`src/source/mem_macros.svh`:
```
/*
 * Memory geometry shared by the packages and the RTL.
 * The depth always equals 2**MEM_ADDR_W, so addresses wrap modulo the depth.
 * MEM_DATA_W must stay 32 to match the AXI4-Lite data bus.
 */
`ifndef MEM_MACROS_SVH
`define MEM_MACROS_SVH

// Byte address width
`define MEM_ADDR_W 10

// Word width of the RAM port
`define MEM_DATA_W 32

// Number of bytes in the array
`define MEM_DEPTH (1 << `MEM_ADDR_W)

`endif

```
`src/source/axil_pkg.sv`:
```
/*
 * AXI4-Lite channel payloads, 32-bit address and data.
 * Only OKAY and SLVERR responses are produced by this slave.
 */
package axil_pkg;

    typedef enum logic [1:0] {
        RESP_OKAY   = 2'b00,
        RESP_SLVERR = 2'b10
    } axil_resp_e;

    // Address channels, master side
    typedef struct packed {
        logic [31:0] addr;
        logic [2:0]  prot;
    } axil_aw_t;

    typedef struct packed {
        logic [31:0] addr;
        logic [2:0]  prot;
    } axil_ar_t;

    typedef struct packed {
        logic [31:0] data;
        logic [3:0]  strb;
    } axil_w_t;

    typedef struct packed {
        axil_resp_e resp;
    } axil_b_t;

    typedef struct packed {
        logic [31:0] data;
        axil_resp_e  resp;
    } axil_r_t;

endpackage

```
`src/source/mem_pkg.sv`:
```
/*
 * RAM request format and controller state encodings.
 * Access size codes follow the load/store unit encoding.
 */
`include "mem_macros.svh"

package mem_pkg;

    typedef enum logic [1:0] {
        SIZE_NONE = 2'd0,
        SIZE_BYTE = 2'd1,
        SIZE_HALF = 2'd2,
        SIZE_WORD = 2'd3
    } access_size_e;

    // One request on the single RAM port, data in the low lanes
    typedef struct packed {
        logic [`MEM_ADDR_W-1:0] addr;
        logic [`MEM_DATA_W-1:0] data;
        access_size_e           size;
        logic                   wen;
        logic                   ren;
    } mem_req_t;

    typedef enum logic [1:0] {
        WR_IDLE,
        WR_ISSUE,
        WR_RESP
    } wr_state_e;

    typedef enum logic [1:0] {
        RD_IDLE,
        RD_ISSUE,
        RD_WAIT,
        RD_RESP
    } rd_state_e;

endpackage

```
`src/source/axil_read_ctrl.sv`:
```
/*
 * AXI4-Lite read channel. Always returns the aligned word with OKAY.
 * RAM data is captured one cycle after the grant and held until RREADY.
 * PROT is ignored and the address wraps modulo the RAM depth.
 */
`timescale 1ns/100ps
`include "mem_macros.svh"

module axil_read_ctrl import axil_pkg::*, mem_pkg::*; (
    input  logic                   clk,
    input  logic                   i_rst,
    input  logic                   i_ar_valid,
    input  axil_ar_t               i_ar,
    output logic                   o_ar_ready,
    output logic                   o_r_valid,
    output axil_r_t                o_r,
    input  logic                   i_r_ready,
    output logic                   o_req_valid,
    output mem_req_t               o_req,
    input  logic                   i_grant,
    input  logic [`MEM_DATA_W-1:0] i_rdata
);

    rd_state_e              state;
    logic [`MEM_ADDR_W-1:0] addr_q;
    logic [`MEM_DATA_W-1:0] rdata_q;

    assign o_ar_ready  = (state == RD_IDLE);
    assign o_req_valid = (state == RD_ISSUE);
    assign o_r_valid   = (state == RD_RESP);
    assign o_r.data    = rdata_q;
    assign o_r.resp    = RESP_OKAY;

    assign o_req.addr = addr_q;
    assign o_req.data = '0;
    assign o_req.size = SIZE_WORD;
    assign o_req.wen  = 1'b0;
    assign o_req.ren  = 1'b1;

    always_ff @(posedge clk) begin
        if (i_rst) begin
            state <= RD_IDLE;
        end else begin
            case (state)
                RD_IDLE:  if (i_ar_valid) state <= RD_ISSUE;
                RD_ISSUE: if (i_grant) state <= RD_WAIT;
                RD_WAIT:  state <= RD_RESP;
                RD_RESP:  if (i_r_ready) state <= RD_IDLE;
                default:  state <= RD_IDLE;
            endcase
        end
    end

    always_ff @(posedge clk) begin
        if (o_ar_ready && i_ar_valid) begin
            addr_q <= {i_ar.addr[`MEM_ADDR_W-1:2], 2'b00};
        end
        // o_dout is valid for this one cycle only
        if (state == RD_WAIT) begin
            rdata_q <= i_rdata;
        end
    end

endmodule

```
`config.mk`:
```
export PLATFORM = sky130hd
export DESIGN_NAME = axil_read_ctrl
export DESIGN_NICKNAME = d
export VERILOG_FILES = /design/src/source/axil_pkg.sv /design/src/source/mem_pkg.sv /design/src/source/axil_read_ctrl.sv
export VERILOG_INCLUDE_DIRS = /design/src /design/src/source
export SDC_FILE = /design/constraint.sdc
export NUM_CORES = 1
export LEC_CHECK = 0
export ABC_AREA = 1
export BUFFER_PORTS_ARGS = -buffer_cell sky130_fd_sc_hd__buf_2
export CAP_MARGIN = 40
export CORE_MARGIN = 1.5
export CORE_UTILIZATION = 40
export CTS_BUF_LIST = sky130_fd_sc_hd__clkbuf_8
export CTS_CLUSTER_DIAMETER = 200
export DETAILED_ROUTE_END_ITERATION = 8
export PLACE_DENSITY = 0.86
export SLEW_MARGIN = 5
export SYNTH_ARGS = -nofsm -noshare
export SYNTH_HDL_FRONTEND = slang
export SYNTH_SLANG_ARGS = --single-unit
```
`constraint.sdc`:
```
create_clock -name clk -period 2.4 [get_ports clk]
set_input_delay 0.24 -clock clk [delete_from_list [all_inputs] [get_ports clk]]
set_output_delay 0.24 -clock clk [all_outputs]
set_load 0.005 [all_outputs]
```
==> impl_metrics.ini <==
[grt]
overflow = 0
grt_start_max_net_pins = 33
grt_pass1_wl_um = 3680
first_global_vias = 728
antenna_found_initial = 0
track_usage_pct = 11.8

[placed_design]
portBuffers = 87
gp_congestion = 0.703
dp_slack_ns = 1.10
place_inst = 245
detailed_place_hpwl_um = 2400
postPlaceCellArea_um2 = 2030

[clocking]
cts_root_buffer = clkbuf_8
insertion_delay_ns = 0.29
cts_setup_buffers = 0
cts_resized = 0
cts.htree.levels = 2
cts-buffers-inserted = 5
cts_tree = built
cts_sinks = 42
path_clk_slew_ns = 0.08
cts-hold-fix-buffers = 0
cts_buffer_depth = 2

[worst_setup_path]
worstPathRequired_ns = 2.16
slowest_stage = dfxtp_1
regToRegStartpoint = state[0]
crit_fanout = 4
path_cells = inv_1, ha_1, buf_2
worstSetupStartpoint = state[0]
worst-endpoint-arrival_ns = 1.10
worstSetupPathType = flip-flop to output port
critPathMaxStageDelay_ns = 0.36
endpoint_kind = output port
start_kind = flip-flop

[timing]
slew_violations = 0
finalSetupTns_ns = 0
min_period_ns = 1.34
fmax_ghz = 0.748
grt_setup_unrepaired = false
layout_setup_ws_ns = 1.06
fin_skew_ns = 0.0112
finalCritPeriodShare_pct = 55.7
hold_viol = 0
setup_viol = 0

[yosys]
synth_area_um2 = 1690
yosys_warnings = 0
syn_inst = 109
synth.avg_cell_area_um2 = 15.5
synth_area_leaders = edfxtp_1 (71%), buf_4 (18%), ha_1 (3.0%)
yosysTopAreaCell = edfxtp_1
ys_seq_area_share_pct = 73.6
synth_top_area_share_pct = 71.2
yosys_register_bits = 42
ys_types = 10

[drt]
ant_nets = 0
drtIter0Drc = 65
wl_um = 3050
wl_per_cell_um = 12.1
viasPerCell = 3.91
drt_first_pass_iters = 4
vias = 989
post-route-drc-count = 0

[final_layout]
post-route-util_pct = 52.6
fin_nets = 278
final_cell_area_um2 = 2120
diodes = 0
synthToLayoutAreaGrowth_pct = 25.7
fillers = 367
final_common_cell = buf_2
finalNonFillerCells = 253
layout_common_cells = buf_2 (87), conb_1 (40), edfxtp_1 (40)
layout-drive-gt1-share_pct = 47.3

[die]
dieWidth_um = 67.9
coreArea_um2 = 4030
fp.dieH_um = 67.9
io_pins = 155
placementRows = 23
initial_core_util_pct = 41.9
dieArea_um2 = 4620

[power]
leakagePower_nw = 1.02
powerDensity_nw_per_um2 = 901
vdd_ir_drop_max_mv = 0.270

[run]
maxCapViolCount = 0

[outcome]
status = finished, final reports clean

[worst_hold_path]
hp-class = input pin to flip-flop
hp-start = i_rdata[8]
logic make-up after synthesis:
family / share of synthesized area [%]
DFF: 73.6
adders and majority gates: 2.97
other: 0.445
and+or+nand+nor: 3.64
buffers and inverters: 19.4
routing by layer:
metal	wire length (um)	global-route usage, %	part of all wire (%)	vias up
li1	-	-	-	466
met1	1000	11.0	33	437
met2	1510	20.4	49	84
met3	508	6.25	17	2
met4	32	6.75	1.0	0
met5	0	0	0	-
path summary, 6_finish.rpt:
check / cells after the start / end / slack, ns
min: 1 / rdata_q[8] / 0.12
min reg2reg: 4 / state[1] / 0.60
max reg2reg: 3 / rdata_q[3] / 1.11
max: 3 / o_ar_ready / 1.06
where the power goes:
group,internal [mW],switching (mW)
Combinational,0.173,0.264
Clock,0.201,0.224
Sequential,1.01,0.0404
Total,1.38,0.528
cell usage after synthesis, drive strengths merged:
master  instances
nand3           1
nor2            4
dfxtp           2
edfxtp         40
conb            2
ha              4
inv             7
buf            40
or2             1
nand2           8
flip-flops by register name, summed over array words and instances (netlist names):
| register | cells |
|---|---|
| state | 2 |
| rdata_q | 32 |
| addr_q | 8 |
metrics by stage:
stage,hold slack (ns),power (mW)
after floorplan,0.339,1.34
after global placement,0.417,1.49
after detailed placement,0.418,1.51
after CTS,0.109,1.94
after global routing,0.0941,2.04
final,0.120,1.91
cell type report:
class                           count  area [um^2]  area share (%)
Clock buffer                        5         68.8            3.24
Inverter                            7         26.3            1.24
Tap cell                           50         62.6            2.95
Sequential cell                    42         1240            58.5
Timing Repair Buffer               88          443            20.9
Clock inverter                      3         17.5           0.826
Multi-Input combinational cell     58          262            12.3
worst max-delay path: cells and delay by family (launching register included):
kind,cells,cell delay (ns)
adder cells (fa/ha/maj),1,0.23
buffers and inverters,2,0.23
flip-flops,1,0.36
(Power assumes the default switching activity.)
