**config.mk**
```make
export PLATFORM = sky130hd
export DESIGN_NAME = mem_port_arbiter
export DESIGN_NICKNAME = d
export VERILOG_FILES = /design/src/source/mem_pkg.sv /design/src/source/mem_port_arbiter.sv
export VERILOG_INCLUDE_DIRS = /design/src /design/src/source
export SDC_FILE = /design/constraint.sdc
export NUM_CORES = 1
export LEC_CHECK = 0
export CORE_AREA = 3 3 55 57
export CTS_CLUSTER_SIZE = 12
export DETAILED_ROUTE_END_ITERATION = 10
export DIE_AREA = 0 0 58 60
export DONT_BUFFER_PORTS = 1
export PLACE_DENSITY = 0.46
export SLEW_MARGIN = 20
export SYNTH_ARGS = -nofsm -noshare
export SYNTH_HDL_FRONTEND = slang
export SYNTH_SLANG_ARGS = --single-unit
```
**constraint.sdc**
```tcl
create_clock -name clk -period 0.95 [get_ports clk]
set_input_delay 0.095 -clock clk [delete_from_list [all_inputs] [get_ports clk]]
set_output_delay 0.095 -clock clk [all_outputs]
set_load 0.1 [all_outputs]
```
**src/source/mem_macros.svh**
```systemverilog
/*
 * Memory geometry shared by the packages and the RTL.
 * The depth always equals 2**MEM_ADDR_W, so addresses wrap modulo the depth.
 * MEM_DATA_W must stay 32 to match the AXI4-Lite data bus.
 */
`ifndef MEM_MACROS_SVH
`define MEM_MACROS_SVH

// Byte address width
`define MEM_ADDR_W 10

// Word width of the RAM port
`define MEM_DATA_W 32

// Number of bytes in the array
`define MEM_DEPTH (1 << `MEM_ADDR_W)

`endif

```
**src/source/mem_pkg.sv**
```systemverilog
/*
 * RAM request format and controller state encodings.
 * Access size codes follow the load/store unit encoding.
 */
`include "mem_macros.svh"

package mem_pkg;

    typedef enum logic [1:0] {
        SIZE_NONE = 2'd0,
        SIZE_BYTE = 2'd1,
        SIZE_HALF = 2'd2,
        SIZE_WORD = 2'd3
    } access_size_e;

    // One request on the single RAM port, data in the low lanes
    typedef struct packed {
        logic [`MEM_ADDR_W-1:0] addr;
        logic [`MEM_DATA_W-1:0] data;
        access_size_e           size;
        logic                   wen;
        logic                   ren;
    } mem_req_t;

    typedef enum logic [1:0] {
        WR_IDLE,
        WR_ISSUE,
        WR_RESP
    } wr_state_e;

    typedef enum logic [1:0] {
        RD_IDLE,
        RD_ISSUE,
        RD_WAIT,
        RD_RESP
    } rd_state_e;

endpackage

```
**src/source/mem_port_arbiter.sv**
```systemverilog
/*
 * Round-robin arbiter for the single RAM port. Grants are combinational.
 * On a tie the requester not served last wins; a read wins the first tie.
 */
`timescale 1ns/100ps

module mem_port_arbiter import mem_pkg::*; (
    input  logic     clk,
    input  logic     i_rst,
    input  logic     i_wr_valid,
    input  mem_req_t i_wr_req,
    input  logic     i_rd_valid,
    input  mem_req_t i_rd_req,
    output logic     o_wr_grant,
    output logic     o_rd_grant,
    output mem_req_t o_req
);

    // High when the write side was served last
    logic last_wr;

    assign o_wr_grant = i_wr_valid && (!i_rd_valid || !last_wr);
    assign o_rd_grant = i_rd_valid && (!i_wr_valid || last_wr);

    always_comb begin
        o_req = '{addr: '0, data: '0, size: SIZE_NONE, wen: 1'b0, ren: 1'b0};
        if (o_wr_grant) begin
            o_req = i_wr_req;
        end else if (o_rd_grant) begin
            o_req = i_rd_req;
        end
    end

    always_ff @(posedge clk) begin
        if (i_rst) begin
            last_wr <= 1'b1;
        end else if (o_wr_grant) begin
            last_wr <= 1'b1;
        end else if (o_rd_grant) begin
            last_wr <= 1'b0;
        end
    end

endmodule

```
==> results of run 1 <==
-- Yosys cell counts (all sizes together) --
cell type	n
a21boi	1
a32o	46
and2	1
buf	13
clkbuf	2
dfxtp	1
nand2b	2
nand3b	1
-- stage by stage --
| stage | cells | hold WS (ps) | setup WS, ps | instance area [um2] | setup TNS [ps] |
|---|---|---|---|---|---|
| floorplan | 67 | 201 | -298 | 1120 | -13000 |
| global placement | 125 | 206 | -329 | 1860 | -14830 |
| detailed placement | 125 | 205 | -358 | 1860 | -16300 |
| CTS | 127 | 205 | -345 | 1900 | -15560 |
| global route | 127 | 229 | -397 | 1900 | -17750 |
| finish | 127 | 204 | -346 | 1900 | -15320 |
-- final timing paths --
kind | cells after the start | slack [ps] | endpoint
worst max-delay path | 5 | -350 | o_req[2]
worst min-delay path | 1 | 200 | last_wr$_SDFFE_PP1N_
worst max register to register | 3 | 80 | last_wr$_SDFFE_PP1N_
worst min register to register | 3 | 580 | last_wr$_SDFFE_PP1N_
-- logic make-up after synthesis --
logic type / synth area share
flops: 0.0301
compound gates: 0.727
buf+inv: 0.192
simple gates: 0.0509
-- power breakdown --
part	leakage, nW	internal (mW)	total, mW	switching, mW
sequential	0.00815	0.0471	0.0493	0.00228
clock	0	0	0	0
combinational	0.693	0.933	2.61	1.67
-- metal layers --
layer	global-route usage	part of all wire	routed length, um	vias to the layer above
met3	0.0346	0.098	388	0
met5	0	0	0	-
met1	0.212	0.31	1240	432
li1	-	-	-	389
met2	0.427	0.59	2340	78
met4	0	0	0	0
-- cell type report --
cell class | count | area, um2 | share of cell area
sequential | 1 | 21.3 | 0.0112
timing repair buffer | 45 | 882 | 0.463
multi-input combinational | 51 | 963 | 0.506
tap | 30 | 37.5 | 0.0197
-- timing repair --
action                     4_1_cts  5_1_grt
gates cloned                     1        0
pin swaps                        7        3
setup endpoints to repair       48       48
hold buffers                     0        0
gates resized for setup          4        0
setup buffers                    1        0
==> key figures, run 1 <==
Worst setup path
  – Crit path top cell by count: buf_12
  – Bufs and invs on worst path: 3
  – Crit path max fanout: 23
  – Worst Setup SP: last_wr$_SDFFE_PP1N_
  – Crit Path Class: flip-flop to primary output
  – Critical Path RT: 850 ps
  – Crit. End Element: primary output
  – CP Launch Type: flip-flop
  – Start of the worst register-to-register path: last_wr$_SDFFE_PP1N_
  – Max incr delay on CP: 300 ps
  – Worst EP arrival: 1200 ps
  – CP Cell Sequence: buf_6 -> a21boi_4 -> buf_12 -> a32o_2 -> buf_12
  – CP delay by family, top: buffers and inverters
  – Crit-path slowest cell: dfxtp_2

Hold path
  – Worst hold path type: primary input to flip-flop
  – HP Start: i_rst

Floorplanning
  – Die H: 60 um
  – Initial Util: 0.263
  – Die width: 58 um
  – Boundary Pins: 144
  – Cell Rows: 18
  – Full die area: 3480 um2
  – Placeable core area: 2520 um2

Pwr
  – PD cells: 1400 nW/um2
  – Pwr Total: 2.66 mW
  – Worst VDD drop: 999 uV
  – P_leak: 0.701 nW

Global routing
  – First-pass GRT wire length: 5.38 mm
  – Antenna violations before repair: 0
  – Overall routing resource usage: 0.200
  – Pin count of the biggest net entering global routing: 50
  – Vias in the first global route: 987
  – Total gr overflow: 0

Placement
  – PortBufs: 0
  – Final GP Congestion: 0.757
  – DPL Wire Length: 3.25 mm

Timing
  – Max-slew headroom: 0.799
  – Slew Limit Fails: 0
  – Max Clk Rate: 771 MHz
  – Clock skew: 0 ps
  – Worst setup margin: -346 ps
  – RSZ-0062 raised after global routing: yes
  – Final Hold Vio Count: 0
  – Final period util: 1.36
  – Finish-stage setup viols: 48
  – Crit path time final: 1300 ps
  – Slew @ Worst Pin: 302 ps

Synthesis
  – Syn nets: 163
  – Yosys warns: 0
  – Post-synthesis sequential area ratio: 0.0301
  – Post-synth top area cell: a32o_1
  – Largest cells by area after synthesis: a32o_1 56%, a32o_2 15%, buf_6 6.8%, buf_8 6.8%, buf_2 4.5%
  – Post-Syn Area: 664 um2
  – Count of cell types in the netlist: 12
  – Seq cells post-synth: 1
  – Syn_area_per_cell: 9.92 um2
  – Cells after synthesis: 67
  – Post-synth top area share: 0.557

Detailed routing
  – DRC: 0
  – DR WL/cell: 31.2 um
  – Routed via count: 899
  – Detailed Routing Iterations Pass 1: 4
  – Post-route ant nets: 0
  – Total Routed Length: 3.96 mm
  – Initial DRC count: 45
  – DR vias/cell: 7.08

Finish
  – Register with the most flip-flops: last_wr
  – Fillers: 145
  – Area delta synth->final: 187%
  – Nets: 195
  – # diodes: 0
  – Most common cell after layout, fill and taps aside: buf_12
  – Share of layout cells above drive strength 1: 0.979
  – Commonest cells after routing, fill and taps aside: 41 x buf_12, 39 x a32o_4, 7 x a32o_2
  – Core Util, Final: 0.755
  – Max reg flops: 1
  – Largest registers: last_wr: 1 flops

Run status
  – Failing checks: setup timing
  – Status: finished, violations left

Flow run
  – Max cap viols: 0

Clocking
  – Clock Latency Late Sink: 0 ps
  – Worst-path clk slew: 0 ps
No activity file was read; power rests on OpenSTA's default activity.
==> run 2: changes to the inputs <==
Settings changed: CELL_PAD_IN_SITES_DETAIL_PLACEMENT from default to 0, CELL_PAD_IN_SITES_GLOBAL_PLACEMENT from default to 2, CORE_AREA 3 3 55 57 to 3 3 61 63, DIE_AREA 0 0 58 60 to 0 0 64 66, PLACE_DENSITY 0.46 to 0.76.
==> run 2 against run 1 <==
Compared with the run above:
- the run still ends with setup timing left
- clock skew unchanged
- flip-flop and latch count unchanged
- sequential power about the same
- die area up 21%
- cell count up 28%
- routed wire length up 7.4%
- register-to-register slack worse by 160 ps
- core utilization down 6.2 points
- hold slack better by 9.3 ps
- fmax down 3.5%
- setup slack worse by 47 ps
- final area up 20%
- critical path type unchanged
- largest cell class is now buffers
==> key figures, run 2 (synthesis gave the netlist of run 1 again) <==
Run status
  – Status: finished, violations left
  – Failing checks: setup timing

Finish
  – Max reg flops: 1 (unchanged)
  – Nets: 214 (+9.7%)
  – Non-filler cells, final: 162 (+28%)
  – Largest registers: last_wr: 1 flops
  – Share of layout cells above drive strength 1: 0.983 (+0.00338)
  – Commonest cells after routing, fill and taps aside: 51 x buf_12, 39 x a32o_4, 7 x a32o_2
  – # diodes: 0 (unchanged)
  – Most common cell after layout, fill and taps aside: buf_12
  – Register with the most flip-flops: last_wr
  – Area delta synth->final: 243%
  – Fillers: 218 (+50%)

Detailed routing
  – Uppermost routed layer: met4
  – DR WL/cell: 26.3 um (-16%)
  – Post-route ant nets: 0 (unchanged)
  – Metal1 wirelength: 1.32 mm (+6.8%)
  – DRC: 0 (unchanged)
  – DR vias/cell: 6.07 (-14%)
  – Total Routed Length: 4.26 mm (+7.4%)
  – Initial DRC count: 29 (-36%)
  – Met3 wire length: 342 um (-12%)
  – Met2 WL: 2.51 mm (+7.2%)
  – Routed via count: 983 (+9.3%)
  – Detailed Routing Iterations Pass 1: 2 (-2)

Global routing
  – Antenna violations before repair: 0 (unchanged)
  – Total gr overflow: 0 (unchanged)
  – Pin count of the biggest net entering global routing: 50 (unchanged)
  – Vias in the first global route: 1106 (+12%)
  – First-pass GRT wire length: 5.96 mm (+11%)
  – Overall routing resource usage: 0.181 (-0.0195)

Floorplanning
  – Placeable core area: 3280 um2 (+30%)
  – Cell Rows: 21 (+3)
  – Full die area: 4220 um2 (+21%)
  – Die H: 66 um (+10%)
  – Initial Util: 0.202 (-0.0611)
  – Boundary Pins: 144 (unchanged)
  – Die width: 64 um (+10%)

Worst setup path
  – Crit-path slowest cell: dfxtp_2
  – Worst r2r dst: last_wr$_SDFFE_PP1N_
  – Bufs and invs on worst path: 4 (+1)
  – Worst EP arrival: 1250 ps (+50 ps)
  – Crit path max fanout: 10 (-57%)
  – CP Cell Sequence: buf_6 -> a21boi_4 -> buf_6 -> buf_12 -> a32o_4 -> buf_12
  – Crit Path Class: flip-flop to primary output
  – Worst reg2reg path depth: 5 (+2)
  – R2R setup slack: -80 ps (-160 ps)
  – Crit. End Element: primary output
  – Max incr delay on CP: 300 ps (about the same)
  – CP Launch Type: flip-flop
  – Start of the worst register-to-register path: last_wr$_SDFFE_PP1N_
  – Critical Path RT: 850 ps (about the same)
  – CP delay by family, top: buffers and inverters

Timing
  – RSZ-0062 raised after global routing: yes
  – Slew @ Worst Pin: 292 ps (-10.4 ps)
  – Final Hold Vio Count: 0 (unchanged)
  – Worst setup margin: -393 ps (-46.9 ps)
  – Final period util: 1.41 (+0.0494)
  – Slew Limit Fails: 0 (unchanged)
  – Crit path time final: 1340 ps (+46.9 ps)
  – Max Clk Rate: 745 MHz (-3.5%)
  – Clock skew: 0 ps (unchanged)
  – Max-slew headroom: 0.806 (+0.00769)
  – Fin Hold WS: 213 ps (+9.27 ps)
  – Finish-stage setup viols: 49 (+2.1%)

Pwr
  – Worst VDD drop: 648 uV (-35%)
  – PD cells: 1290 nW/um2 (-7.8%)
  – P_leak: 0.866 nW (+24%)
  – Pwr Total: 2.93 mW (+10%)

Placement
  – Placed Instances: 150 (+20%)
  – Final GP Congestion: 0.630 (-17%)
  – PortBufs: 0 (unchanged)

Hold path
  – HP Start: i_rst
  – Worst hold path type: primary input to flip-flop
  – Hold endpoint: last_wr$_SDFFE_PP1N_
  – Hold depth: 1 (unchanged)

Clocking
  – Clock Latency Late Sink: 0 ps (unchanged)
  – Worst-path clk slew: 0 ps (unchanged)

Flow run
  – Max cap viols: 0 (unchanged)
[run 2: changes by cell type in the layout (fill, tap and decap cells not counted)]
cell,delta
buf_4,+2
buf_16,+3
buf_12,+10
buf_8,-1
clkbuf_16,+1
buf_6,+4
[run 2: how the worst max path moves through the flow]
stage / startpoint / endpoint / cells past startpoint / slack [ps]
final: last_wr$_SDFFE_PP1N_ / o_req[43] / 6 / -390
after detailed placement: last_wr$_SDFFE_PP1N_ / o_req[2] / 5 / -380
after global routing: last_wr$_SDFFE_PP1N_ / o_req[43] / 6 / -430
after CTS: last_wr$_SDFFE_PP1N_ / o_req[2] / 6 / -360
after floorplan: last_wr$_SDFFE_PP1N_ / o_req[36] / 3 / -300
after global placement: last_wr$_SDFFE_PP1N_ / o_req[2] / 5 / -340
[run 2: timing repair]
| action | CTS | global route |
|---|---|---|
| setup endpoints to repair | 48 | 49 |
| endpoints found under the hold margin | 0 | 0 |
| hold buffers | 0 | 0 |
| resized for setup | 11 | 4 |
| buffers inserted | 5 | 3 |
| pin swaps | 3 | 3 |
| cloned | 4 | 1 |
[run 2: per-layer routing]
metal,vias to the layer above,global-route usage
met5,-,0
met4,0,0.0404
met3,8,0.0391
met2,74,0.360
met1,470,0.191
li1,431,-
[run 2: cell type report]
| class | count | area [um2] | share of cell area |
|---|---|---|---|
| Timing Repair Buffer | 64 | 1230 | 0.542 |
| Sequential cell | 1 | 21.3 | 0.00934 |
| Tap cell | 46 | 57.6 | 0.0253 |
| Multi-Input combinational cell | 51 | 963 | 0.423 |
[run 2: power breakdown]
part / internal, mW / total, mW / switching (mW) / leakage (nW)
clock network: 0 / 0 / 0 / 0
registers: 0.0471 / 0.0495 / 0.00244 / 0.00815
logic: 1.15 / 2.88 / 1.73 / 0.858
total: 1.19 / 2.93 / 1.74 / 0.866
[run 2: per-stage QoR]
stage	setup slack (ps)	instance area, um2	util	TNS, ps
6_report	-393	2280	0.693	-17500
5_1_grt	-432	2280	0.693	-19310
4_1_cts	-358	2230	0.680	-16060
3_5_place_dp	-377	2060	0.627	-16190
3_3_place_gp	-336	2060	0.627	-14900
2_1_floorplan	-298	1120	-	-13000
