File: src/source/mem_macros.svh
/*
 * Memory geometry shared by the packages and the RTL.
 * The depth always equals 2**MEM_ADDR_W, so addresses wrap modulo the depth.
 * MEM_DATA_W must stay 32 to match the AXI4-Lite data bus.
 */
`ifndef MEM_MACROS_SVH
`define MEM_MACROS_SVH

// Byte address width
`define MEM_ADDR_W 10

// Word width of the RAM port
`define MEM_DATA_W 32

// Number of bytes in the array
`define MEM_DEPTH (1 << `MEM_ADDR_W)

`endif

File: src/source/axil_pkg.sv
/*
 * AXI4-Lite channel payloads, 32-bit address and data.
 * Only OKAY and SLVERR responses are produced by this slave.
 */
package axil_pkg;

    typedef enum logic [1:0] {
        RESP_OKAY   = 2'b00,
        RESP_SLVERR = 2'b10
    } axil_resp_e;

    // Address channels, master side
    typedef struct packed {
        logic [31:0] addr;
        logic [2:0]  prot;
    } axil_aw_t;

    typedef struct packed {
        logic [31:0] addr;
        logic [2:0]  prot;
    } axil_ar_t;

    typedef struct packed {
        logic [31:0] data;
        logic [3:0]  strb;
    } axil_w_t;

    typedef struct packed {
        axil_resp_e resp;
    } axil_b_t;

    typedef struct packed {
        logic [31:0] data;
        axil_resp_e  resp;
    } axil_r_t;

endpackage

File: src/source/mem_pkg.sv
/*
 * RAM request format and controller state encodings.
 * Access size codes follow the load/store unit encoding.
 */
`include "mem_macros.svh"

package mem_pkg;

    typedef enum logic [1:0] {
        SIZE_NONE = 2'd0,
        SIZE_BYTE = 2'd1,
        SIZE_HALF = 2'd2,
        SIZE_WORD = 2'd3
    } access_size_e;

    // One request on the single RAM port, data in the low lanes
    typedef struct packed {
        logic [`MEM_ADDR_W-1:0] addr;
        logic [`MEM_DATA_W-1:0] data;
        access_size_e           size;
        logic                   wen;
        logic                   ren;
    } mem_req_t;

    typedef enum logic [1:0] {
        WR_IDLE,
        WR_ISSUE,
        WR_RESP
    } wr_state_e;

    typedef enum logic [1:0] {
        RD_IDLE,
        RD_ISSUE,
        RD_WAIT,
        RD_RESP
    } rd_state_e;

endpackage

File: src/source/axil_write_ctrl.sv
/*
 * AXI4-Lite write channel. AW and W are taken in one common cycle.
 * Legal strobes: one lane, lower or upper half, or all four lanes.
 * Any other strobe, zero included, gets SLVERR and writes nothing.
 * PROT is ignored and the address wraps modulo the RAM depth.
 */
`timescale 1ns/100ps
`include "mem_macros.svh"

module axil_write_ctrl import axil_pkg::*, mem_pkg::*; (
    input  logic     clk,
    input  logic     i_rst,
    input  logic     i_aw_valid,
    input  axil_aw_t i_aw,
    output logic     o_aw_ready,
    input  logic     i_w_valid,
    input  axil_w_t  i_w,
    output logic     o_w_ready,
    output logic     o_b_valid,
    output axil_b_t  o_b,
    input  logic     i_b_ready,
    output logic     o_req_valid,
    output mem_req_t o_req,
    input  logic     i_grant
);

    wr_state_e    state;
    mem_req_t     req_q;
    axil_resp_e   resp_q;
    access_size_e dec_size;
    logic [1:0]   dec_off;
    logic         accept;

    // Strobe to size and byte offset
    always_comb begin
        dec_size = SIZE_NONE;
        dec_off  = 2'd0;
        case (i_w.strb)
            4'b0001: dec_size = SIZE_BYTE;
            4'b0010: begin
                dec_size = SIZE_BYTE;
                dec_off  = 2'd1;
            end
            4'b0100: begin
                dec_size = SIZE_BYTE;
                dec_off  = 2'd2;
            end
            4'b1000: begin
                dec_size = SIZE_BYTE;
                dec_off  = 2'd3;
            end
            4'b0011: dec_size = SIZE_HALF;
            4'b1100: begin
                dec_size = SIZE_HALF;
                dec_off  = 2'd2;
            end
            4'b1111: dec_size = SIZE_WORD;
            default: dec_size = SIZE_NONE;
        endcase
    end

    // Both channels must be valid before either is accepted
    assign accept      = (state == WR_IDLE) && i_aw_valid && i_w_valid;
    assign o_aw_ready  = accept;
    assign o_w_ready   = accept;
    assign o_req_valid = (state == WR_ISSUE);
    assign o_req       = req_q;
    assign o_b_valid   = (state == WR_RESP);
    assign o_b.resp    = resp_q;

    always_ff @(posedge clk) begin
        if (i_rst) begin
            state <= WR_IDLE;
        end else begin
            case (state)
                WR_IDLE: begin
                    if (accept) begin
                        // Illegal strobe goes straight to the response
                        state <= (dec_size == SIZE_NONE) ? WR_RESP : WR_ISSUE;
                    end
                end
                WR_ISSUE: if (i_grant) state <= WR_RESP;
                WR_RESP:  if (i_b_ready) state <= WR_IDLE;
                default:  state <= WR_IDLE;
            endcase
        end
    end

    always_ff @(posedge clk) begin
        if (accept) begin
            req_q.addr <= {i_aw.addr[`MEM_ADDR_W-1:2], dec_off};
            // Selected lanes moved down to the low end
            req_q.data <= i_w.data >> {dec_off, 3'b000};
            req_q.size <= dec_size;
            req_q.wen  <= 1'b1;
            req_q.ren  <= 1'b0;
            resp_q     <= (dec_size == SIZE_NONE) ? RESP_SLVERR : RESP_OKAY;
        end
    end

endmodule

File: config.mk
export PLATFORM = sky130hd
export DESIGN_NAME = axil_write_ctrl
export DESIGN_NICKNAME = d
export VERILOG_FILES = /design/src/source/axil_pkg.sv /design/src/source/mem_pkg.sv /design/src/source/axil_write_ctrl.sv
export VERILOG_INCLUDE_DIRS = /design/src /design/src/source
export SDC_FILE = /design/constraint.sdc
export NUM_CORES = 1
export LEC_CHECK = 0
export BUFFER_PORTS_ARGS = -buffer_cell sky130_fd_sc_hd__buf_2
export CORE_MARGIN = 8
export CORE_UTILIZATION = 25
export CTS_CLUSTER_SIZE = 40
export DETAILED_ROUTE_END_ITERATION = 8
export GPL_ROUTABILITY_DRIVEN = 0
export PLACE_DENSITY = 0.58
export RECOVER_POWER = 50
export SETUP_SLACK_MARGIN = 0.02
export SYNTH_ARGS = -nofsm -noshare
export SYNTH_HDL_FRONTEND = slang
export SYNTH_SLANG_ARGS = --single-unit
File: constraint.sdc
create_clock -name clk -period 13.5 [get_ports clk]
set_clock_uncertainty 0.15 [all_clocks]
set_input_delay 1.35 -clock clk [delete_from_list [all_inputs] [get_ports clk]]
set_output_delay 1.35 -clock clk [all_outputs]
set_load 0.01 [all_outputs]
==> out/qor.yml, run 1 <==
outcome:
  status: "complete, no violations"
clock_network:
  clock-sinks: 47
  cts_tree: "built"
  cts_root_buffer: "clkbuf_8"
  cts_buffers: 5
  insertion_delay_ns: 0.29
  clk_pin_slew_ns: 0.09
  clk_path_buf_depth: 2
  cts_htree_levels: 2
  cts_resized: 0
  hold_buffers: 0
  postCtsSetupRepairBufs: 0
setup_path:
  cp_num_buf_inv: 3
  path_cells: "buf_2 > nand2_1 > nor3_1 > clkbuf_1 > buf_2"
  crit_fanout: 25
  endpoint_kind: "primary output"
  startpoint_type: "input pin"
  crit_top_cell: "buf_2"
  cpLargestDelayFamily: "buffers and inverters"
  required_ns: 12.00
  max_stage_delay_ns: 1.02
  arrival_ns: 3.01
  cp_slowest_cell: "clkbuf_1"
  path_class: "input pin to primary output"
routing:
  wl_per_cell_um: 15.9
  routed_wl_um: 5690
  drtAntennaViolNets: 0
  wl_met2_um: 2790
  drt-initial-drc-count: 69
  dr_wl_met3_um: 494
  top_layer: "met4"
  drc: 0
  dr_total_vias: 1567
  drtPass1Iterations: 4
  via_per_inst: 4.39
  met1_length_um: 2280
power:
  vdd_drop_max_v: 0.0000412
  p_leak_nw: 1.13
  power.density_nw_per_um2: 108
floorplan:
  initial_core_util_pct: 25.4
  num_rows: 34
  die_area_um2: 12000
  die_w_um: 109
  io_pins: 129
  coreArea_um2: 8590
  fp.dieH_um: 109
flow_run:
  maxCapViolations: 0
logic_synthesis:
  syn-instance-count: 152
  synth_xor_area_share_pct: 0.802
  synth_async_sr_flop_share_pct: 0
  synth_compound_area_share_pct: 6.01
  ys_warn_count: 0
  yosysUniqueCellTypes: 30
  avgSynthCellArea_um2: 14.4
  yosysTopAreaCellShare_pct: 61.9
  synth-simple-area-share_pct: 9.68
  muxShareOfSynthArea_pct: 14.7
  synthFlopType: "edfxtp_1"
  synth_top_family_by_area: "multiplexers"
  synth_area_leaders: "edfxtp_1 (62%), mux2i_1 (15%), o2bb2ai_1 (3.2%)"
  synth_commonest_cells: "edfxtp_1 (45), mux2i_1 (32), nor2_1 (13)"
  synth_seq_cells: 47
  yosysSeqAreaShare_pct: 63.7
  synth_area_leader_cell: "edfxtp_1"
  synth_area_um2: 2180
  yosys.cell_count.top_type: "edfxtp_1"
  synth_edf_count: 45
  synth_adder_area_share_pct: 0
min_path:
  worstHoldPathType: "register to register"
grt:
  overflow: 0
  grt_use_total_pct: 9.42
  grt_pass1_wl_um: 8650
  grt_max_degree: 26
  grt_pass1_vias: 1676
  antenna_found_initial: 0
layout:
  finalNetCount: 326
  regArea_um2: 1390
  drive_above_1_share_pct: 38.2
  antennaDiodeCount: 0
  multi_input_area_um2: 697
  fin_util_pct: 32.6
  finalInstanceArea_um2: 2800
  nFillCells: 905
  area_growth_pct: 28.2
timing:
  timing.final.ws_setup_ns: 8.99
  hold_viol: 0
  slew_violations: 0
  slew_headroom_pct: 9.15
  fin_crit_sh_pct: 33.4
  post-route-min-period_ns: 4.51
  worst_pin_slew_ns: 1.36
  setup_viol: 0
  finalSetupTns_ns: 0
  rsz0062_at_grt: "no"
  fmax_ghz: 0.222
place:
  preCtsSetupSlack_ns: 9.78
  dpl.hpwl_um: 4290
  place_area_um2: 2760
  port_buffers: 98
stage by stage:
step	power [mW]	hold slack, ns	instances
floorplan	0.206	0.356	153
global placement	0.225	0.402	350
detailed placement	0.226	0.421	350
CTS	0.309	0.438	357
global route	0.320	0.453	357
finish	0.303	0.425	357
placed cells by master, fill, tap and decap left out, types with 2 or more instances in the layout:
master	n
buf_2	83
nand3_1	3
o21ai_0	2
nor2b_1	10
clkbuf_8	5
clkbuf_1	18
nor2_1	13
nand2_1	4
mux2i_1	32
edfxtp_1	45
dfxtp_1	2
xnor2_1	2
conb_1	3
o2bb2ai_1	8
worst reg2reg max path, stage by stage, from the launching register on:
cell and delay, ns:
dfxtp_1 0.37, nor3_1 0.24, clkbuf_1 1.02
state kept, by name (all words and copies together), names as in the netlist:
register and flops:
o_req 44, state 2, o_b 1
final timing paths:
path	slack [ns]	from	cells after the start	endpoint
worst max-delay path	8.99	i_w_valid	5	o_w_ready
worst min-delay path	0.43	state[0]$_SDFFE_PP0P_	2	state[0]$_SDFFE_PP0P_
worst max register to register	11.31	state[0]$_SDFFE_PP0P_	2	o_req[8]$_DFFE_PP_
worst min register to register	0.43	state[0]$_SDFFE_PP0P_	2	state[0]$_SDFFE_PP0P_
layout make-up:
| type | instances | area share [%] |
|---|---|---|
| flip-flops and latches | 47 | 49.7 |
| multi-input cells | 92 | 24.9 |
| repair buffers | 102 | 17.5 |
| well taps | 108 | 4.83 |
| clock buffers | 5 | 2.46 |
| clock inverters | 2 | 0.313 |
| inverters | 1 | 0.313 |
power breakdown:
part           switching (mW)  internal, mW
combinational          0.0275        0.0196
sequential            0.00227         0.171
clock                  0.0474        0.0346
total                  0.0772         0.225
cell families (layout without fill, tap and decap cells):
logic type / count (synthesis) / after routing
buf+inv: 14 / 110
xor+xnor: 2 / 2
mux: 32 / 32
simple gates: 39 / 39
flops: 47 / 47
compound gates: 16 / 16
other cells: 2 / 3
metal layers:
layer	up-vias	track usage, %
li1	751	-
met1	742	10.5
met2	65	16.1
met3	9	3.22
met4	0	3.66
met5	-	0
Power figures use the tool's default switching activity.
==> inputs of run 2 (changes only) <==
--- a/config.mk
+++ b/config.mk
@@ -6,13 +6,14 @@
 export SDC_FILE = /design/constraint.sdc
 export NUM_CORES = 1
 export LEC_CHECK = 0
+export ABC_AREA = 1
 export BUFFER_PORTS_ARGS = -buffer_cell sky130_fd_sc_hd__buf_2
 export CORE_MARGIN = 8
 export CORE_UTILIZATION = 25
 export CTS_CLUSTER_SIZE = 40
 export DETAILED_ROUTE_END_ITERATION = 8
 export GPL_ROUTABILITY_DRIVEN = 0
-export PLACE_DENSITY = 0.58
+export PLACE_DENSITY = 0.6
 export RECOVER_POWER = 50
 export SETUP_SLACK_MARGIN = 0.02
 export SYNTH_ARGS = -nofsm -noshare
==> constraint.sdc (replaced) <==
create_clock -name clk -period 4.1 [get_ports clk]
set_clock_uncertainty 0.15 [all_clocks]
set_input_delay 0.41 -clock clk [delete_from_list [all_inputs] [get_ports clk]]
set_output_delay 0.41 -clock clk [all_outputs]
set_load 0.01 [all_outputs]
==> out/qor.yml, run 2 <==
logic_synthesis:
  yosysSeqAreaShare_pct: 62.9
  synth_compound_area_share_pct: 12.2
  synth_edf_count: 45
  synth_async_sr_flop_share_pct: 0
  synth_area_leaders: "edfxtp_1 (61%), nand2_1 (5.1%), a21oi_1 (4.1%)"
  synth_commonest_cells: "edfxtp_1 (45), nand2_1 (30), nor2_1 (20)"
  yosysTopAreaCellShare_pct: 61.1
  synth-simple-area-share_pct: 15.4
  avgSynthCellArea_um2: 10.4
  synth_top_family_by_area: "simple AND/OR/NAND/NOR gates"
  synth_adder_area_share_pct: 0
  synth_xor_area_share_pct: 0
  synth_area_um2: 2210
  yosysUniqueCellTypes: 24
  synth_area_leader_cell: "edfxtp_1"
  yosys.cell_count.top_type: "edfxtp_1"
  syn-instance-count: 213
  ys_warn_count: 0
  synth_seq_cells: 47
  muxShareOfSynthArea_pct: 0
  synthFlopType: "edfxtp_1"
setup_path:
  r2r_cells: 2
  rr_endpoint: "o_req[28]$_SDFFCE_PP0P_"
  endpoint_kind: "register"
  path_class: "input pin to register"
  arrival_ns: 2.08
  required_ns: 4.00
  startpoint_type: "input pin"
  r2r_start: "state[1]$_SDFFE_PP0P_"
  rrSetupSlack_ns: 2.27
  crit_fanout: 54
floorplan:
  num_rows: 34
  fp.dieH_um: 110
  die_area_um2: 12100
  coreArea_um2: 8640
  initial_core_util_pct: 25.6
  die_w_um: 110
  io_pins: 129
clock_network:
  hold_buffers: 0
  clk_path_buf_depth: 2
  clock-sinks: 47
  postCtsSetupRepairBufs: 0
  cts_buffers: 5
  cts_tree: "built"
  cts_resized: 0
  insertion_delay_ns: 0.29
  cts_root_buffer: "clkbuf_8"
  clk_pin_slew_ns: 0.09
  cts_htree_levels: 2
timing:
  slew_headroom_pct: 55.1
  worst_pin_slew_ns: 0.672
  hold_viol: 0
  rsz0062_at_grt: "no"
  timing.hold.ws_ns: 0.133
  slew_violations: 0
  fmax_ghz: 0.459
  finalSetupTns_ns: 0
  setup_viol: 0
  post-route-min-period_ns: 2.18
  fin_crit_sh_pct: 53.2
routing:
  drtAntennaViolNets: 0
  drt-initial-drc-count: 60
  via_per_inst: 4.39
  dr_total_vias: 1827
  wl_per_cell_um: 14.4
  routed_wl_um: 6010
  drc: 0
  drtPass1Iterations: 4
layout:
  area_growth_pct: 27.6
  finalNetCount: 384
  largest_reg_flops: 44
  layout_commonest_cell: "buf_2"
  layout_common_cells: "buf_2 (50), clkbuf_1 (49), edfxtp_1 (45)"
  antennaDiodeCount: 0
  drive_above_1_share_pct: 24.0
power:
  clkPwrFrac_pct: 35.4
  power.density_nw_per_um2: 403
  p_leak_nw: 1.16
  seq_power_share_pct: 50.5
  swShare_pct: 23.9
  p_int_mw: 0.866
  vdd_drop_max_v: 0.000146
  p_switching_mw: 0.272
  combPwrFrac_pct: 14.1
grt:
  grt_pass1_wl_um: 9250
  grt_pass1_vias: 1891
  grt_use_total_pct: 9.71
  grt_max_degree: 55
  overflow: 0
  antenna_found_initial: 0
place:
  dpl.hpwl_um: 4450
  port_buffers: 98
min_path:
  min_to: "state[1]$_SDFFE_PP0P_"
  worstHoldPathType: "input pin to register"
  holdCritStartpoint: "i_rst"
  holdPathStages: 2
outcome:
  status: "complete, no violations"
flow_run:
  maxCapViolations: 0
-- run 2: changes by cell type after synthesis, sizes merged, moves of 7 or more --
cell / change
a21oi: +19
inv: +22
mux2i: -32
nand2: +30
nand3: +8
nor2: +7
nor2b: -10
o21ai: +29
o2bb2ai: -8
or2: +7
-- run 2: power by group through the flow --
stage,clock (mW),combinational (mW),sequential [mW]
after floorplan,0,0.0861,0.601
after global placement,0,0.169,0.584
after detailed placement,0,0.172,0.585
after CTS,0.423,0.173,0.574
after global routing,0.440,0.184,0.578
final,0.403,0.161,0.575
-- run 2: area by class of cell --
type	instances	area [µm²]
Timing Repair Buffer	101	453
Sequential cell	47	1390
Inverter	22	82.6
Clock inverter	2	60.1
Multi-Input combinational cell	130	628
Fill cell	930	5810
Tap cell	108	135
Clock buffer	6	72.6
-- run 2: worst max-delay path by stage --
| stage | depth (start not counted) | slack [ns] | start | to |
|---|---|---|---|---|
| 3_5_place_dp | 6 | 1.77 | i_w[0] | o_req[18]$_DFFE_PP_ |
| 2_1_floorplan | 3 | 0.80 | i_w_valid | o_w_ready |
| 6_report | 7 | 1.92 | i_w[0] | o_req[6]$_DFFE_PP_ |
| 3_3_place_gp | 7 | 1.80 | i_w[0] | o_req[6]$_DFFE_PP_ |
| 5_1_grt | 7 | 1.68 | i_w[0] | o_req[6]$_DFFE_PP_ |
| 4_1_cts | 2 | 1.96 | state[1]$_SDFFE_PP0P_ | o_aw_ready |
-- run 2: worst max-delay path, stage by stage --
cell,delay (ns)
clkbuf_1,0.12
nor2_2,0.16
nand3_4,0.42
inv_1,0.59
nand2_1,0.10
o21ai_1,0.14
a21oi_1,0.10
-- run 2: routing by layer --
metal | vias to the layer above | GRT usage [%] | part of all wire [%]
met5 | - | 0 | 0
met4 | 0 | 2.03 | 0.52
met3 | 4 | 3.55 | 13
met2 | 90 | 16.3 | 45
met1 | 834 | 11.7 | 41
li1 | 899 | - | -
-- run 2: cells by family (layout without fill, tap and decap cells) --
logic type             Yosys count  in the layout
and+or+nand+nor                 75             75
AOI/OAI and AO/OA               52             52
DFF                             47             47
buffers and inverters           37            131
other                            2              3
-- run 2: stage by stage --
step	std cells	total power [mW]	setup slack (ns)	area (µm²)	util, %
3_5_place_dp	408	0.757	1.77	2760	31.9
5_1_grt	416	1.20	1.68	2820	32.7
6_report	416	1.14	1.92	2820	32.7
3_3_place_gp	408	0.753	1.80	2760	31.9
4_1_cts	416	1.17	1.96	2890	33.4
2_1_floorplan	214	0.687	0.803	2220	-
==> inputs of run 3 (changes only) <==
==> constraint.sdc (replaced) <==
create_clock -name clk -period 1.8 [get_ports clk]
set_clock_uncertainty 0.15 [all_clocks]
set_input_delay 0.18 -clock clk [delete_from_list [all_inputs] [get_ports clk]]
set_output_delay 0.18 -clock clk [all_outputs]
set_load 0.01 [all_outputs]
==> out/qor.yml, run 3 (synthesized netlist as in run 2, its figures left out) <==
outcome:
  status: "complete, no violations"
routing:
  drtAntennaViolNets: 0
  wl_per_cell_um: 13.8
  dr_total_vias: 1876
  drt-initial-drc-count: 79
  via_per_inst: 4.27
  routed_wl_um: 6070
  drtPass1Iterations: 4
  drc: 0
timing:
  worst_pin_slew_ns: 0.789
  setup_viol: 0
  hold_viol: 0
  slew_violations: 0
  fmax_ghz: 0.608
  post-route-min-period_ns: 1.65
  timing.final.ws_setup_ns: 0.155
  slew_headroom_pct: 47.4
  rsz0062_at_grt: "no"
  fin_crit_sh_pct: 91.4
setup_path:
  crit_fanout: 10
  rr_endpoint: "state[0]$_SDFFE_PP0P_"
  r2r_cells: 4
  endpoint_kind: "register"
  required_ns: 1.89
  arrival_ns: 1.73
  startpoint_type: "input pin"
  path_class: "input pin to register"
  rrSetupSlack_ns: 0.18
  r2r_start: "state[0]$_SDFFE_PP0P_"
floorplan:
  io_pins: 129
  num_rows: 34
  initial_core_util_pct: 25.6
  coreArea_um2: 8640
  fp.dieH_um: 110
  die_area_um2: 12100
  die_w_um: 110
power:
  p_leak_nw: 1.26
  vdd_drop_max_v: 0.000274
  power.density_nw_per_um2: 776
  power.total_mw: 2.35
grt:
  grt_pass1_vias: 1859
  antenna_found_initial: 0
  grt_use_total_pct: 9.60
  overflow: 0
  grt_max_degree: 41
  grt_pass1_wl_um: 8910
layout:
  layout_common_cells: "buf_2 (52), clkbuf_1 (48), edfxtp_1 (45)"
  drive_above_1_share_pct: 26.9
  largest_reg_flops: 44
  antennaDiodeCount: 0
  area_growth_pct: 36.8
  regArea_um2: 1390
  multi_input_area_um2: 633
  finalNetCount: 407
  nFillCells: 933
  layout_commonest_cell: "buf_2"
clock_network:
  clk_path_buf_depth: 2
  clock-sinks: 47
  cts_tree: "built"
  cts_root_buffer: "clkbuf_8"
  clk_pin_slew_ns: 0.08
  cts_htree_levels: 2
  cts_resized: 0
  cts_buffers: 5
  insertion_delay_ns: 0.29
min_path:
  worstHoldPathType: "input pin to register"
  min_to: "o_req[14]$_DFFE_PP_"
  holdCritStartpoint: "i_w[22]"
  holdPathStages: 3
place:
  dpl.hpwl_um: 4450
  port_buffers: 98
  preCtsSetupSlack_ns: 0.114
flow_run:
  maxCapViolations: 0
-- run 3: cell types whose count changed in the layout (fill, tap and decap cells not counted), moves of 2 or more --
cell,delta
buf_12,+2
buf_2,+2
buf_4,+7
bufinv_16,-2
dlygate4sd3_1,+11
nand2_1,-2
nand2_2,+2
-- run 3: worst max path at each step --
stage / start / endpoint / slack (ns)
global route: i_w[0] / state[0]$_SDFFE_PP0P_ / 0.06
floorplan: state[0]$_SDFFE_PP0P_ / o_w_ready / -0.38
detailed placement: i_w[0] / o_req[11]$_DFFE_PP_ / 0.11
CTS: state[0]$_SDFFE_PP0P_ / o_aw_ready / 0.03
finish: i_w[0] / state[0]$_SDFFE_PP0P_ / 0.15
global placement: i_w[0] / o_req[10]$_DFFE_PP_ / 0.14
-- run 3: where the power goes --
group / internal, mW / switching (mW) / total, mW / leakage [nW]
Sequential: 1.29 / 0.0212 / 1.31 / 0.438
Combinational: 0.179 / 0.244 / 0.422 / 0.780
Clock: 0.272 / 0.345 / 0.617 / 0.0412
-- run 3: layout make-up --
class / count / share of cell area [%]
clock buffers: 6 / 2.40
clock inverters: 2 / 0.413
inverters: 22 / 2.73
multi-input cells: 130 / 20.9
flip-flops and latches: 47 / 46.0
well taps: 108 / 4.46
repair buffers: 124 / 23.1
-- run 3: per-stage QoR --
stage | TNS, ns | hold slack, ns | util [%] | area (µm²) | instances
3_3_place_gp | 0 | 0.197 | 33.1 | 2860 | 417
2_1_floorplan | -15.00 | 0.0917 | - | 2230 | 214
4_1_cts | 0 | 0.0435 | 35.8 | 3090 | 437
6_report | 0 | 0.0577 | 35.0 | 3030 | 439
5_1_grt | 0 | 0.0573 | 35.0 | 3030 | 439
3_5_place_dp | 0 | 0.208 | 33.1 | 2860 | 417
-- run 3: worst max-delay path: stages --
cell           delay, ns
clkbuf_1            0.12
nor2_1              0.19
nand2_1             0.09
buf_4               0.19
nand2_2             0.07
nand2_2             0.05
nand2_2             0.08
nand2_1             0.05
a21oi_1             0.16
dlygate4sd3_1       0.55
-- run 3: per-layer routing --
layer  share of wire [%]  vias up  GRT usage [%]
met5                   0        -              0
met4                 1.9        0           3.95
met3                 9.0        6           2.50
met2                  50       74           17.3
met1                  39      850           10.5
li1                    -      946              -
-- run 3: what timing repair did --
item / in CTS / in global routing
buffers inserted: 0 / 2
hold endpoints to repair: 10 / 0
gates cloned: 1 / 0
pin swaps: 0 / 1
hold buffers: 11 / 0
setup endpoints to repair: 2 / 3
